<file path="src/common/vector_pkg.sv">
`default_nettype none

package vector_pkg;

    // ==========================================================
    // Half precision word layout
    // ==========================================================

    // Sign, biased exponent, stored fraction (hidden bit implied)
    typedef struct packed {
        logic       sign;
        logic [4:0] exp;
        logic [9:0] frac;
    } fp16_t;

    // ==========================================================
    // Format constants
    // ==========================================================

    // Exponent bias of the binary16 format
    localparam int FP16_BIAS = 15;

    // Largest biased exponent of a finite value
    // Exponent 31 encodes inf/NaN, which this unit never produces
    localparam int FP16_MAX_EXP = 30;

    // ==========================================================
    // Polynomial coefficients
    // ==========================================================

    // +1.0
    localparam fp16_t FP16_ONE = 16'h3C00;

    // Nearest fp16 below 1/6, coefficient of the cubic term
    localparam fp16_t FP16_ONE_SIXTH = 16'h3155;

endpackage

`default_nettype wire

</file>
<file path="src/vexp/fp16_add.sv">
`default_nettype none

module fp16_add (
    input  vector_pkg::fp16_t a,
    input  vector_pkg::fp16_t b,
    output vector_pkg::fp16_t sum
);

    // Working significand: hidden bit, 10 fraction bits, 3 guard bits
    // Raw result carries one more bit on top for the carry out
    vector_pkg::fp16_t op_hi;
    vector_pkg::fp16_t op_lo;
    logic [14:0]       mag_a;
    logic [14:0]       mag_b;
    logic [13:0]       m_hi;
    logic [13:0]       m_lo;
    logic [13:0]       m_lo_al;
    logic [4:0]        shift;
    logic [14:0]       raw;
    logic [3:0]        lz;
    logic [14:0]       norm;
    logic signed [6:0] exp_n;

    // Number of zeros above the leading one, 15 when v is zero
    function automatic logic [3:0] lead_zeros(input logic [14:0] v);
        logic [3:0] n;
        logic       found;
        n = 4'd0;
        found = 1'b0;
        for (int i = 14; i >= 0; i--) begin
            if (!found) begin
                if (v[i]) begin
                    found = 1'b1;
                end else begin
                    n = n + 4'd1;
                end
            end
        end
        return n;
    endfunction

    always_comb begin
        // Subnormals count as zero magnitude
        mag_a = (a.exp == 5'd0) ? 15'd0 : {a.exp, a.frac};
        mag_b = (b.exp == 5'd0) ? 15'd0 : {b.exp, b.frac};

        // Larger magnitude first so the difference never goes negative
        if (mag_a >= mag_b) begin
            op_hi = a;
            op_lo = b;
        end else begin
            op_hi = b;
            op_lo = a;
        end

        m_hi = (op_hi.exp == 5'd0) ? 14'd0 : {1'b1, op_hi.frac, 3'b000};
        m_lo = (op_lo.exp == 5'd0) ? 14'd0 : {1'b1, op_lo.frac, 3'b000};

        // Alignment, bits shifted past the guard bits are lost
        shift = op_hi.exp - op_lo.exp;
        m_lo_al = m_lo >> shift;

        if (op_hi.sign == op_lo.sign) begin
            raw = {1'b0, m_hi} + {1'b0, m_lo_al};
        end else begin
            raw = {1'b0, m_hi} - {1'b0, m_lo_al};
        end

        // Leading one moves to bit 14, exponent tracks the shift
        lz = lead_zeros(raw);
        norm = raw << lz;
        exp_n = 7'(int'(op_hi.exp) + 1 - int'(lz));

        if (raw == 15'd0) begin
            // Exact cancellation is +0 unless both inputs are negative
            sum.sign = a.sign & b.sign;
            sum.exp  = 5'd0;
            sum.frac = 10'd0;
        end else if (exp_n <= 0) begin
            // Below the normal range
            sum.sign = op_hi.sign;
            sum.exp  = 5'd0;
            sum.frac = 10'd0;
        end else if (exp_n > vector_pkg::FP16_MAX_EXP) begin
            // Saturate to the largest finite value
            sum.sign = op_hi.sign;
            sum.exp  = 5'(vector_pkg::FP16_MAX_EXP);
            sum.frac = '1;
        end else begin
            // Truncate, the guard bits are dropped here
            sum.sign = op_hi.sign;
            sum.exp  = exp_n[4:0];
            sum.frac = norm[13:4];
        end
    end

endmodule

`default_nettype wire

</file>
<file path="src/vexp/mul_fp16.sv">
`default_nettype none

module mul_fp16 #(
    parameter int MUL_LATENCY = 2
) (
    input  logic              CLK,
    input  logic              nRST,
    input  logic              start,
    input  vector_pkg::fp16_t a,
    input  vector_pkg::fp16_t b,
    output vector_pkg::fp16_t result,
    output logic              done
);

    // Unnormalised product as it moves down the pipe
    typedef struct packed {
        logic              sign;
        logic              zero;
        logic signed [6:0] exp;
        logic [21:0]       prod;
    } raw_t;

    raw_t                   first;
    raw_t                   last;
    raw_t                   pipe_q [MUL_LATENCY];
    logic [MUL_LATENCY-1:0] vld_q;
    logic signed [6:0]      exp_n;
    logic [9:0]             frac_n;

    // ==========================================================
    // First stage: significand product and exponent sum
    // ==========================================================
    always_comb begin
        first.sign = a.sign ^ b.sign;
        // Zero and subnormal operands both flush
        first.zero = (a.exp == 5'd0) || (b.exp == 5'd0);
        first.exp  = 7'(int'(a.exp) + int'(b.exp) - vector_pkg::FP16_BIAS);
        first.prod = {1'b1, a.frac} * {1'b1, b.frac};
    end

    always_ff @(posedge CLK or negedge nRST) begin
        if (!nRST) begin
            vld_q <= '0;
        end else begin
            vld_q[0] <= start;
            for (int i = 1; i < MUL_LATENCY; i++) begin
                vld_q[i] <= vld_q[i-1];
            end
        end
    end

    always_ff @(posedge CLK) begin
        pipe_q[0] <= first;
        for (int i = 1; i < MUL_LATENCY; i++) begin
            pipe_q[i] <= pipe_q[i-1];
        end
    end

    assign done = vld_q[MUL_LATENCY-1];

    // ==========================================================
    // Output: normalise and truncate
    // ==========================================================
    always_comb begin
        last = pipe_q[MUL_LATENCY-1];

        // Product of two values in [1,2) lies in [1,4)
        exp_n  = last.exp + (last.prod[21] ? 7'sd1 : 7'sd0);
        frac_n = last.prod[21] ? last.prod[20:11] : last.prod[19:10];

        result.sign = last.sign;
        if (last.zero || exp_n <= 0) begin
            result.exp  = 5'd0;
            result.frac = 10'd0;
        end else if (exp_n > vector_pkg::FP16_MAX_EXP) begin
            result.exp  = 5'(vector_pkg::FP16_MAX_EXP);
            result.frac = '1;
        end else begin
            result.exp  = exp_n[4:0];
            result.frac = frac_n;
        end
    end

    // A valid product never carries unknown bits from the operands
    assert property (@(posedge CLK) disable iff (!nRST) done |-> !$isunknown(result))
        else $error("mul_fp16: unknown bits in result while done is high");

endmodule

`default_nettype wire

</file>
<file path="src/vexp/vexp.sv">
`default_nettype none

module vexp #(
    parameter int MUL_LATENCY = 2
) (
    input  logic              CLK,
    input  logic              nRST,
    input  logic              enable,
    input  vector_pkg::fp16_t x,
    output vector_pkg::fp16_t y,
    output logic              out_valid
);

    // Running sum, input word and scale factor travel together
    typedef struct packed {
        vector_pkg::fp16_t acc;
        vector_pkg::fp16_t x;
        vector_pkg::fp16_t scale;
    } carry_t;

    // Multiplier issue side, one slot per stage
    logic [3:0]        mul_start;
    logic [3:0]        mul_done;
    vector_pkg::fp16_t mul_a   [4];
    vector_pkg::fp16_t mul_b   [4];
    vector_pkg::fp16_t mul_res [4];

    // Carry copies that keep pace with the multipliers of stages 1..3
    carry_t iss_q [3];
    carry_t dly_q [3][MUL_LATENCY];

    // Stage outputs
    logic [2:0]        st_v;
    carry_t            st_q [3];
    vector_pkg::fp16_t st_p [2];

    vector_pkg::fp16_t scale;
    vector_pkg::fp16_t r2_half;
    vector_pkg::fp16_t sum1;
    vector_pkg::fp16_t sum2;
    vector_pkg::fp16_t sum3;

    // Power of two from sign and exponent, zero input maps to +1.0
    always_comb begin
        scale = x;
        scale.frac = 10'd0;
        if (x.exp == 5'd0 && x.frac == 10'd0) begin
            scale = vector_pkg::FP16_ONE;
        end
    end

    // Halving by exponent decrement; a zero square stays zero
    always_comb begin
        r2_half = st_p[0];
        if (st_p[0].exp != 5'd0) begin
            r2_half.exp = st_p[0].exp - 5'd1;
        end
    end

    fp16_add u_add1 (.a(vector_pkg::FP16_ONE), .b(x), .sum(sum1));
    fp16_add u_add2 (.a(st_q[0].acc), .b(r2_half), .sum(sum2));
    // r^3/6 is added as it leaves the third multiplier
    fp16_add u_add3 (.a(dly_q[2][MUL_LATENCY-1].acc), .b(mul_res[2]), .sum(sum3));

    for (genvar k = 0; k < 4; k++) begin : g_mul
        mul_fp16 #(
            .MUL_LATENCY(MUL_LATENCY)
        ) u_mul (
            .CLK    (CLK),
            .nRST   (nRST),
            .start  (mul_start[k]),
            .a      (mul_a[k]),
            .b      (mul_b[k]),
            .result (mul_res[k]),
            .done   (mul_done[k])
        );

        // Stage alignment relies on this fixed depth
        assert property (@(posedge CLK) disable iff (!nRST)
            mul_done[k] == $past(mul_start[k], MUL_LATENCY))
            else $error("vexp: multiplier %0d done out of step with start", k);
    end

    // ==========================================================
    // Valid pipeline
    // ==========================================================
    always_ff @(posedge CLK or negedge nRST) begin
        if (!nRST) begin
            mul_start <= '0;
            st_v      <= '0;
            out_valid <= 1'b0;
            y         <= '0;
        end else begin
            mul_start <= {st_v, enable};
            st_v      <= mul_done[2:0];
            out_valid <= mul_done[3];
            if (mul_done[3]) begin
                y <= mul_res[3];
            end
        end
    end

    // ==========================================================
    // Operand issue
    // ==========================================================
    always_ff @(posedge CLK) begin
        // Stage 1: 1+r and r*r
        if (enable) begin
            mul_a[0] <= x;
            mul_b[0] <= x;
            iss_q[0] <= '{acc: sum1, x: x, scale: scale};
        end
        // Stage 2: add r^2/2, r^2*r
        if (st_v[0]) begin
            mul_a[1] <= st_p[0];
            mul_b[1] <= st_q[0].x;
            iss_q[1] <= '{acc: sum2, x: st_q[0].x, scale: st_q[0].scale};
        end
        // Stage 3: r^3 times 1/6
        if (st_v[1]) begin
            mul_a[2] <= st_p[1];
            mul_b[2] <= vector_pkg::FP16_ONE_SIXTH;
            iss_q[2] <= st_q[1];
        end
        // Stage 4: polynomial times scale
        if (st_v[2]) begin
            mul_a[3] <= st_q[2].acc;
            mul_b[3] <= st_q[2].scale;
        end
    end

    // Free-running shift, the tail lines up with done
    always_ff @(posedge CLK) begin
        for (int k = 0; k < 3; k++) begin
            dly_q[k][0] <= iss_q[k];
            for (int i = 1; i < MUL_LATENCY; i++) begin
                dly_q[k][i] <= dly_q[k][i-1];
            end
        end
    end

    // Capture on done
    always_ff @(posedge CLK) begin
        for (int k = 0; k < 2; k++) begin
            if (mul_done[k]) begin
                st_q[k] <= dly_q[k][MUL_LATENCY-1];
                st_p[k] <= mul_res[k];
            end
        end
        if (mul_done[2]) begin
            st_q[2] <= '{acc:   sum3,
                         x:     dly_q[2][MUL_LATENCY-1].x,
                         scale: dly_q[2][MUL_LATENCY-1].scale};
        end
    end

endmodule

`default_nettype wire

</file>
<file path="config.mk">
export PLATFORM = sky130hd
export DESIGN_NAME = vexp
export DESIGN_NICKNAME = d
export VERILOG_FILES = /design/src/common/vector_pkg.sv /design/src/vexp/fp16_add.sv /design/src/vexp/mul_fp16.sv /design/src/vexp/vexp.sv
export SDC_FILE = /design/constraint.sdc
export NUM_CORES = 2
export LEC_CHECK = 0
export CORE_ASPECT_RATIO = 0.9
export CORE_MARGIN = 4
export CORE_UTILIZATION = 60
export DETAILED_ROUTE_END_ITERATION = 10
export DONT_BUFFER_PORTS = 1
export GPL_TIMING_DRIVEN = 0
export PLACE_DENSITY = 0.81
export RECOVER_POWER = 100
export SLEW_MARGIN = 0
export SYNTH_ARGS = -nofsm -noshare
export SYNTH_HDL_FRONTEND = slang
export SYNTH_SLANG_ARGS = --single-unit
</file>
<file path="constraint.sdc">
create_clock -name CLK -period 28.8 [get_ports CLK]
set_input_delay 5.76 -clock CLK [delete_from_list [all_inputs] [get_ports CLK]]
set_output_delay 5.76 -clock CLK [all_outputs]
set_load 0.02 [all_outputs]
</file>
After elaboration in Yosys (flattened, before gate mapping)
Memory sizes are Yosys's and may differ from the RTL's.
Index checks and enable logic that the tools add are counted.
- order comparisons: 17
- equality and inequality tests: 3
- bitwise gates (word level): 6
- div/mod/pow operators: 0
- add/sub/neg operators: 70
- shifts and indexed selects: 6
- multiplexer cells: 229
- reductions and logical operators: 33
- multiply operators: 4
- operators with widths (cell ; number):
    two-way mux 4 bit ; 84
    two-way mux 15 bit ; 22
    two-way mux 16 bit ; 10
    adder 4 x 1 -> 4 bit (second input constant) ; 39
    two-way mux 1 bit ; 102
    logical NOT 5 bit ; 19
    multiplier 11 x 11 -> 22 bit ; 4
    two-way mux 14 bit ; 6
    greater-than comparator 7 x 6 -> 1 bit (second input constant) ; 7
    less-or-equal comparator 7 x 1 -> 1 bit (second input constant) ; 7
    adder 14 x 14 -> 15 bit ; 3
    logical NOT 15 bit ; 3
    << shifter 15 x 4 -> 14 bit ; 3
    subtractor 14 x 14 -> 15 bit ; 3
    right shift 14 x 5 -> 14 bit ; 3
    two-way mux 10 bit ; 4
    >= comparator 15 bit ; 2
    adder 7 x 2 -> 7 bit ; 4
    subtractor 7 x 5 -> 7 bit (second input constant) ; 4
    adder 5 x 5 -> 6 bit ; 4
    subtractor 6 x 4 -> 7 bit ; 3
    adder 5 x 1 -> 6 bit (second input constant) ; 3
    >= comparator 14 x 15 -> 1 bit (first input constant) ; 1
    subtractor 5 bit ; 3
    10 further kinds ; 25
- RAM bits: 984
- input bits: 19
- output and inout port bits: 17
- bits in latches: 0
- memories: 10
- bits in registers: 32
- bits in read-only memories: 0
- word-level logic and storage cells: 388
- memory list (name ; words ; bits a word ; read ports ; clocked after memory_dff ; write ports ; line ; RTL):
    dly_q ; 3 ; 96 ; 3 ; 0 ; 3 ; vexp.sv:30 ; carry_t dly_q [3][MUL_LATENCY];
    iss_q ; 3 ; 48 ; 3 ; 0 ; 3 ; vexp.sv:29 ; carry_t iss_q [3];
    st_q ; 3 ; 48 ; 3 ; 0 ; 3 ; vexp.sv:34 ; carry_t st_q [3];
    mul_a ; 4 ; 16 ; 4 ; 0 ; 4 ; vexp.sv:24 ; vector_pkg::fp16_t mul_a [4];
    mul_b ; 4 ; 16 ; 4 ; 0 ; 4 ; vexp.sv:25 ; vector_pkg::fp16_t mul_b [4];
    g_mul[0].u_mul.pipe_q ; 2 ; 31 ; 2 ; 0 ; 2 ; mul_fp16.sv:25 ; raw_t pipe_q [MUL_LATENCY];
    4 more memories ; -- ; -- ; -- ; -- ; -- ; -- ;

Depth between registers and ports, before layout
An unclocked memory read counts as a cell.
- depth in word-level cells: 63
- mapped depth: 106
- depth with buffers taken out: 98

By module
A second synthesis with hierarchy kept.
- cell total of the unflattened synthesis: 5012
- area total of the unflattened synthesis: 48427.7 um^2
- modules (own cells, without submodules) (module ; cells each ; instances ; area an instance (um^2) ; seq. area each (um^2)):
    fp16_add ; 781 ; 3 ; 5181.2 ; 0.0
    vexp ; 500 ; 1 ; 12244.2 ; 11871.4
    mul_fp16 (g_mul[0].u_mul ...) ; 542 ; 2 ; 5161.2 ; 890.9
    mul_fp16 (g_mul[2].u_mul) ; 544 ; 1 ; 5187.5 ; 890.9
    mul_fp16 (g_mul[3].u_mul) ; 541 ; 1 ; 5129.9 ; 890.9

Worst setup path before layout
Ideal clock, no wire load.
- kind: input-to-reg
- start point: input x[14] (netlist name)
- end point: memory iss_q[0][34] (netlist name), data pin
- path buffers: 2
- arrival time: 20.400 ns
- cell stages on the path: 72
- required time: 28.665 ns
- path slack: 8.265 ns
- library setup time: 0.135 ns
- path through: buf_2 -> nand2b_1 -> xor2_2 -> mux2i_1 -> o22ai_1 -> mux2i_1 -> o22ai_1 -> inv_1 -> nand3_1 -> or4b_2 -> nand2_1 -> xnor2_1 -> ha_1 -> a21boi_0 -> o21ai_0 -> a21boi_0 -> o21ai_0 -> a21boi_0 -> [... 36 more ...] -> inv_1 -> or3_1 -> a21oi_1 -> xnor2_1 -> or3_1 -> a2111oi_1 -> xnor2_1 -> xor2_1 -> inv_1 -> ha_1 -> ha_1 -> a21o_1 -> a21oi_1 -> xnor2_1 -> and3_1 -> a221o_1 -> or4b_2 -> nand3_1
- RTL lines (what ; line ; RTL):
    start: declaration ; vexp.sv:9 ; input vector_pkg::fp16_t x,
    end: declaration ; vexp.sv:29 ;

==> qor.csv <==
stage;metric;value;unit
status;status;finished with violations;
status;violations;capacitance limit, slew limit;
cts;cts-root-buf;clkbuf_16;
global_routing;grt_use_total;23.34;%
finish;num-fill-cells;4969;
timing;fin_skew;0.03283;ns
timing;finalCriticalPeriod;26.22;ns
setup_path;crit_required;29.21;ns
synthesis;syn-num-nets;4360;
cts;htreeDepth;2;
global_routing;grt.overflow.total;0;
floorplan;ios;36;
route;drt_pass1_iterations;6;
route;wl_per_cell;16.96;um
place;gp_congestion;0.9463;
cts;cts_resized;0;
setup_path;critPathMaxFanout;10;
timing;drv_slew;182;
timing;grt_setup_unrepaired;false;
cts;cts_made_buffers;57;
cts;cts_hold_buf;0;
finish;layout.nets;4422;
floorplan;fp.dieW;276.0;um
setup_path;reg2reg_depth;102;
route;vias_per_cell;5.925;
place;portBuffers;0;
setup_path;cp_slowest_stage_delay;1.57;ns
route;ant_nets;0;
route;drt-met1-wl;34620;um
cts;post-cts-setup-buffer-count;0;
setup_path;startpoint_type;flop;
setup_path;cp.arrival;26.63;ns
route;wl_met2;39240;um
timing;slew_headroom;-71.55;%
timing;finalHoldViolations;0;
setup_path;critPathKind;flop to flop;
synthesis;synth-seq-cells;614;
setup_path;cp_common_cell;ha_1;
hold_path;hold_start;g_mul[0].u_mul.pipe_q[0][20];
place;dp_hpwl;61900;um
floorplan;rows;88;
floorplan;die-area;68790;um2
finish;area_growth_syn_to_layout;7.596;%
route;vias;28444;
synthesis;synth_edf_count;264;
global_routing;grt_max_degree;47;
route;highest_layer;met4;
synthesis;synth_cell_types;112;
finish;drive_above_1_share;5.930;%
hold_path;min_path_type;flop to flop;
route;met3RoutedLength;4952;um
setup_path;r2r-start;g_mul[2].u_mul.pipe_q[0][52];
setup_path;crit_path_end_kind;flop;
timing;fin_crit_sh;91.04;%
timing;fin_tns_setup;0;ns
hold_path;whs_path_depth;0;
finish;utilization;65.13;%
cts;cts_tree;built;
global_routing;grt_pass1_wl;136800;um
global_routing;antenna_found_initial;0;
synthesis;syn_inst;3836;
setup_path;startpoint;g_mul[2].u_mul.pipe_q[0][52];
route;drt-initial-drc-count;2216;
cts;path_clk_slew;0.07;ns
synthesis;yosysSeqAreaShare;38.91;%
timing;worstMarginPinSlew;2.573;ns
route;drt_wl_total;81440;um
synthesis;avgSynthCellArea;10.11;um2
synthesis;synth_area;38790;um2
run;drv_cap;5;
cts;clock_latency;0.61;ns
synthesis;ys_warn_count;0;
setup_path;crit_slowest_cell;a2111oi_0;
floorplan;die_h;249.2;um
cts;clockBufferDepth;3;
floorplan;core;64080;um2
timing;max_freq;38.14;MHz
timing;setup_viol;0;
finish;diodes;0;
synthesis;async_flop_share;5.212;%
synthesis;synth_flop_cell;dfxtp_1;
cts;cts.sinks;614;
route;drc;0;
global_routing;grt_pass1_vias;28092;
floorplan;start_util;60.53;%
[flip-flops by register name, summed over array words and instances (netlist names)]
| signal | flops |
|---|---|
| dly_q | 166 |
| g_mul.u_mul.pipe_q | 152 |
| g_mul.u_mul.vld_q | 8 |
| iss_q | 83 |
| mul_a | 46 |
| mul_b | 22 |
| mul_start | 4 |
| out_valid | 1 |
| st_p | 30 |
| st_q | 83 |
| st_v | 3 |
| y | 16 |
[worst max-delay path: cells and delay by family, from the launching register on]
kind	cells	cell delay, ns
buffers and inverters	13	3.88
AOI/OAI and AO/OA	31	9.30
muxes	9	1.95
xor gates and xnor gates	3	1.01
adders and majority gates	20	5.93
and+or+nand+nor	26	3.56
DFF	1	0.40
[cell usage after synthesis, types with 12 or more instances]
master,count,area [um2]
ha_1,331,4141
dfxtp_1,318,6366
inv_1,317,1190
nand2_1,315,1182
edfxtp_1,264,7928
nor2_1,256,960.9
a21oi_1,226,1131
fa_1,174,3483
o21ai_0,151,755.7
mux2i_1,111,1111
xnor2_1,110,963.4
and2_1,106,663.1
nand3_1,97,485.5
clkbuf_1,93,349.1
nor3_1,80,400.4
xor2_1,74,648.1
a21o_1,53,397.9
nor2b_1,42,262.8
mux2_2,38,427.9
o21a_1,38,285.3
a31oi_1,37,231.5
o211ai_1,35,262.8
and3_1,34,212.7
dfrtp_1,32,800.8
nand2b_1,30,187.7
a211oi_1,29,217.7
or3_1,27,168.9
o22ai_1,26,162.7
buf_2,22,110.1
nor4_1,21,131.4
nand4_1,19,118.9
or2_2,16,100.1
a21boi_0,15,112.6
a31o_2,13,113.9
or4_1,13,97.59
a311oi_1,12,105.1
[final cells by class]
cell class	instances	area, um2	share of cell area [%]
inverter	325	1225	2.935
multi-input combinational	2771	21910	52.50
buffer	126	506.7	1.214
clock buffer	67	1515	3.630
tap	855	1070	2.563
sequential	614	15090	36.17
clock inverter	40	402.9	0.9653
timing repair buffer	3	11.26	0.02698
[logic make-up (layout without fill, tap and decap cells)]
group,count (synthesis),after routing,share of synthesized area [%]
compound gates,801,801,13.71
flops,614,614,38.91
mux,158,158,4.412
xor+xnor,196,196,4.735
fa+ha+maj,509,509,19.76
other cells,1,1,0.009667
buf+inv,451,561,4.487
simple gates,1106,1106,13.98
[cells in the final DEF (no fill, tap or decap), types with 75 or more instances in the layout]
cell and n:
ha_1 331, inv_1 318, mux2i_1 111, and2_1 104, nor3_1 80, nand3_1 98
dfxtp_1 318, o21ai_0 153, nand2_1 315, nor2_1 256, xnor2_1 110, a21oi_1 226
xor2_1 75, fa_1 174, edfxtp_1 264, clkbuf_1 109
[metal layers]
metal	global-route usage, %	up-vias
li1	-	13720
met5	0	-
met4	7.943	0
met3	3.121	219
met1	30.59	13467
met2	40.19	1038
[metrics by stage]
stage                     cells  hold slack [ns]  worst slack (ns)  area (um2)
after detailed placement   4693           0.3121             4.019       39910
final                      4801           0.3174             2.580       41740
after global placement     4691           0.3096             4.366       39860
after global routing       4801           0.3256            0.7170       41740
after CTS                  4800           0.3169             3.811       41830
after floorplan            3836           0.3096             8.265       38790
[final timing paths]
| check | end | slack (ns) |
|---|---|---|
| max | st_q[0][134] | 2.58 |
| min | g_mul[0].u_mul.pipe_q[0][51] | 0.32 |
| max reg2reg | st_q[0][134] | 2.58 |
| min reg2reg | g_mul[0].u_mul.pipe_q[0][51] | 0.32 |
| max in group asynchronous | g_mul[0].u_mul.vld_q[0] | 23.85 |
| min in group asynchronous | y[10] | 4.84 |
Power is not shown: default switching activity piles up to over one toggle a cycle in this logic, so the estimate is an artifact.
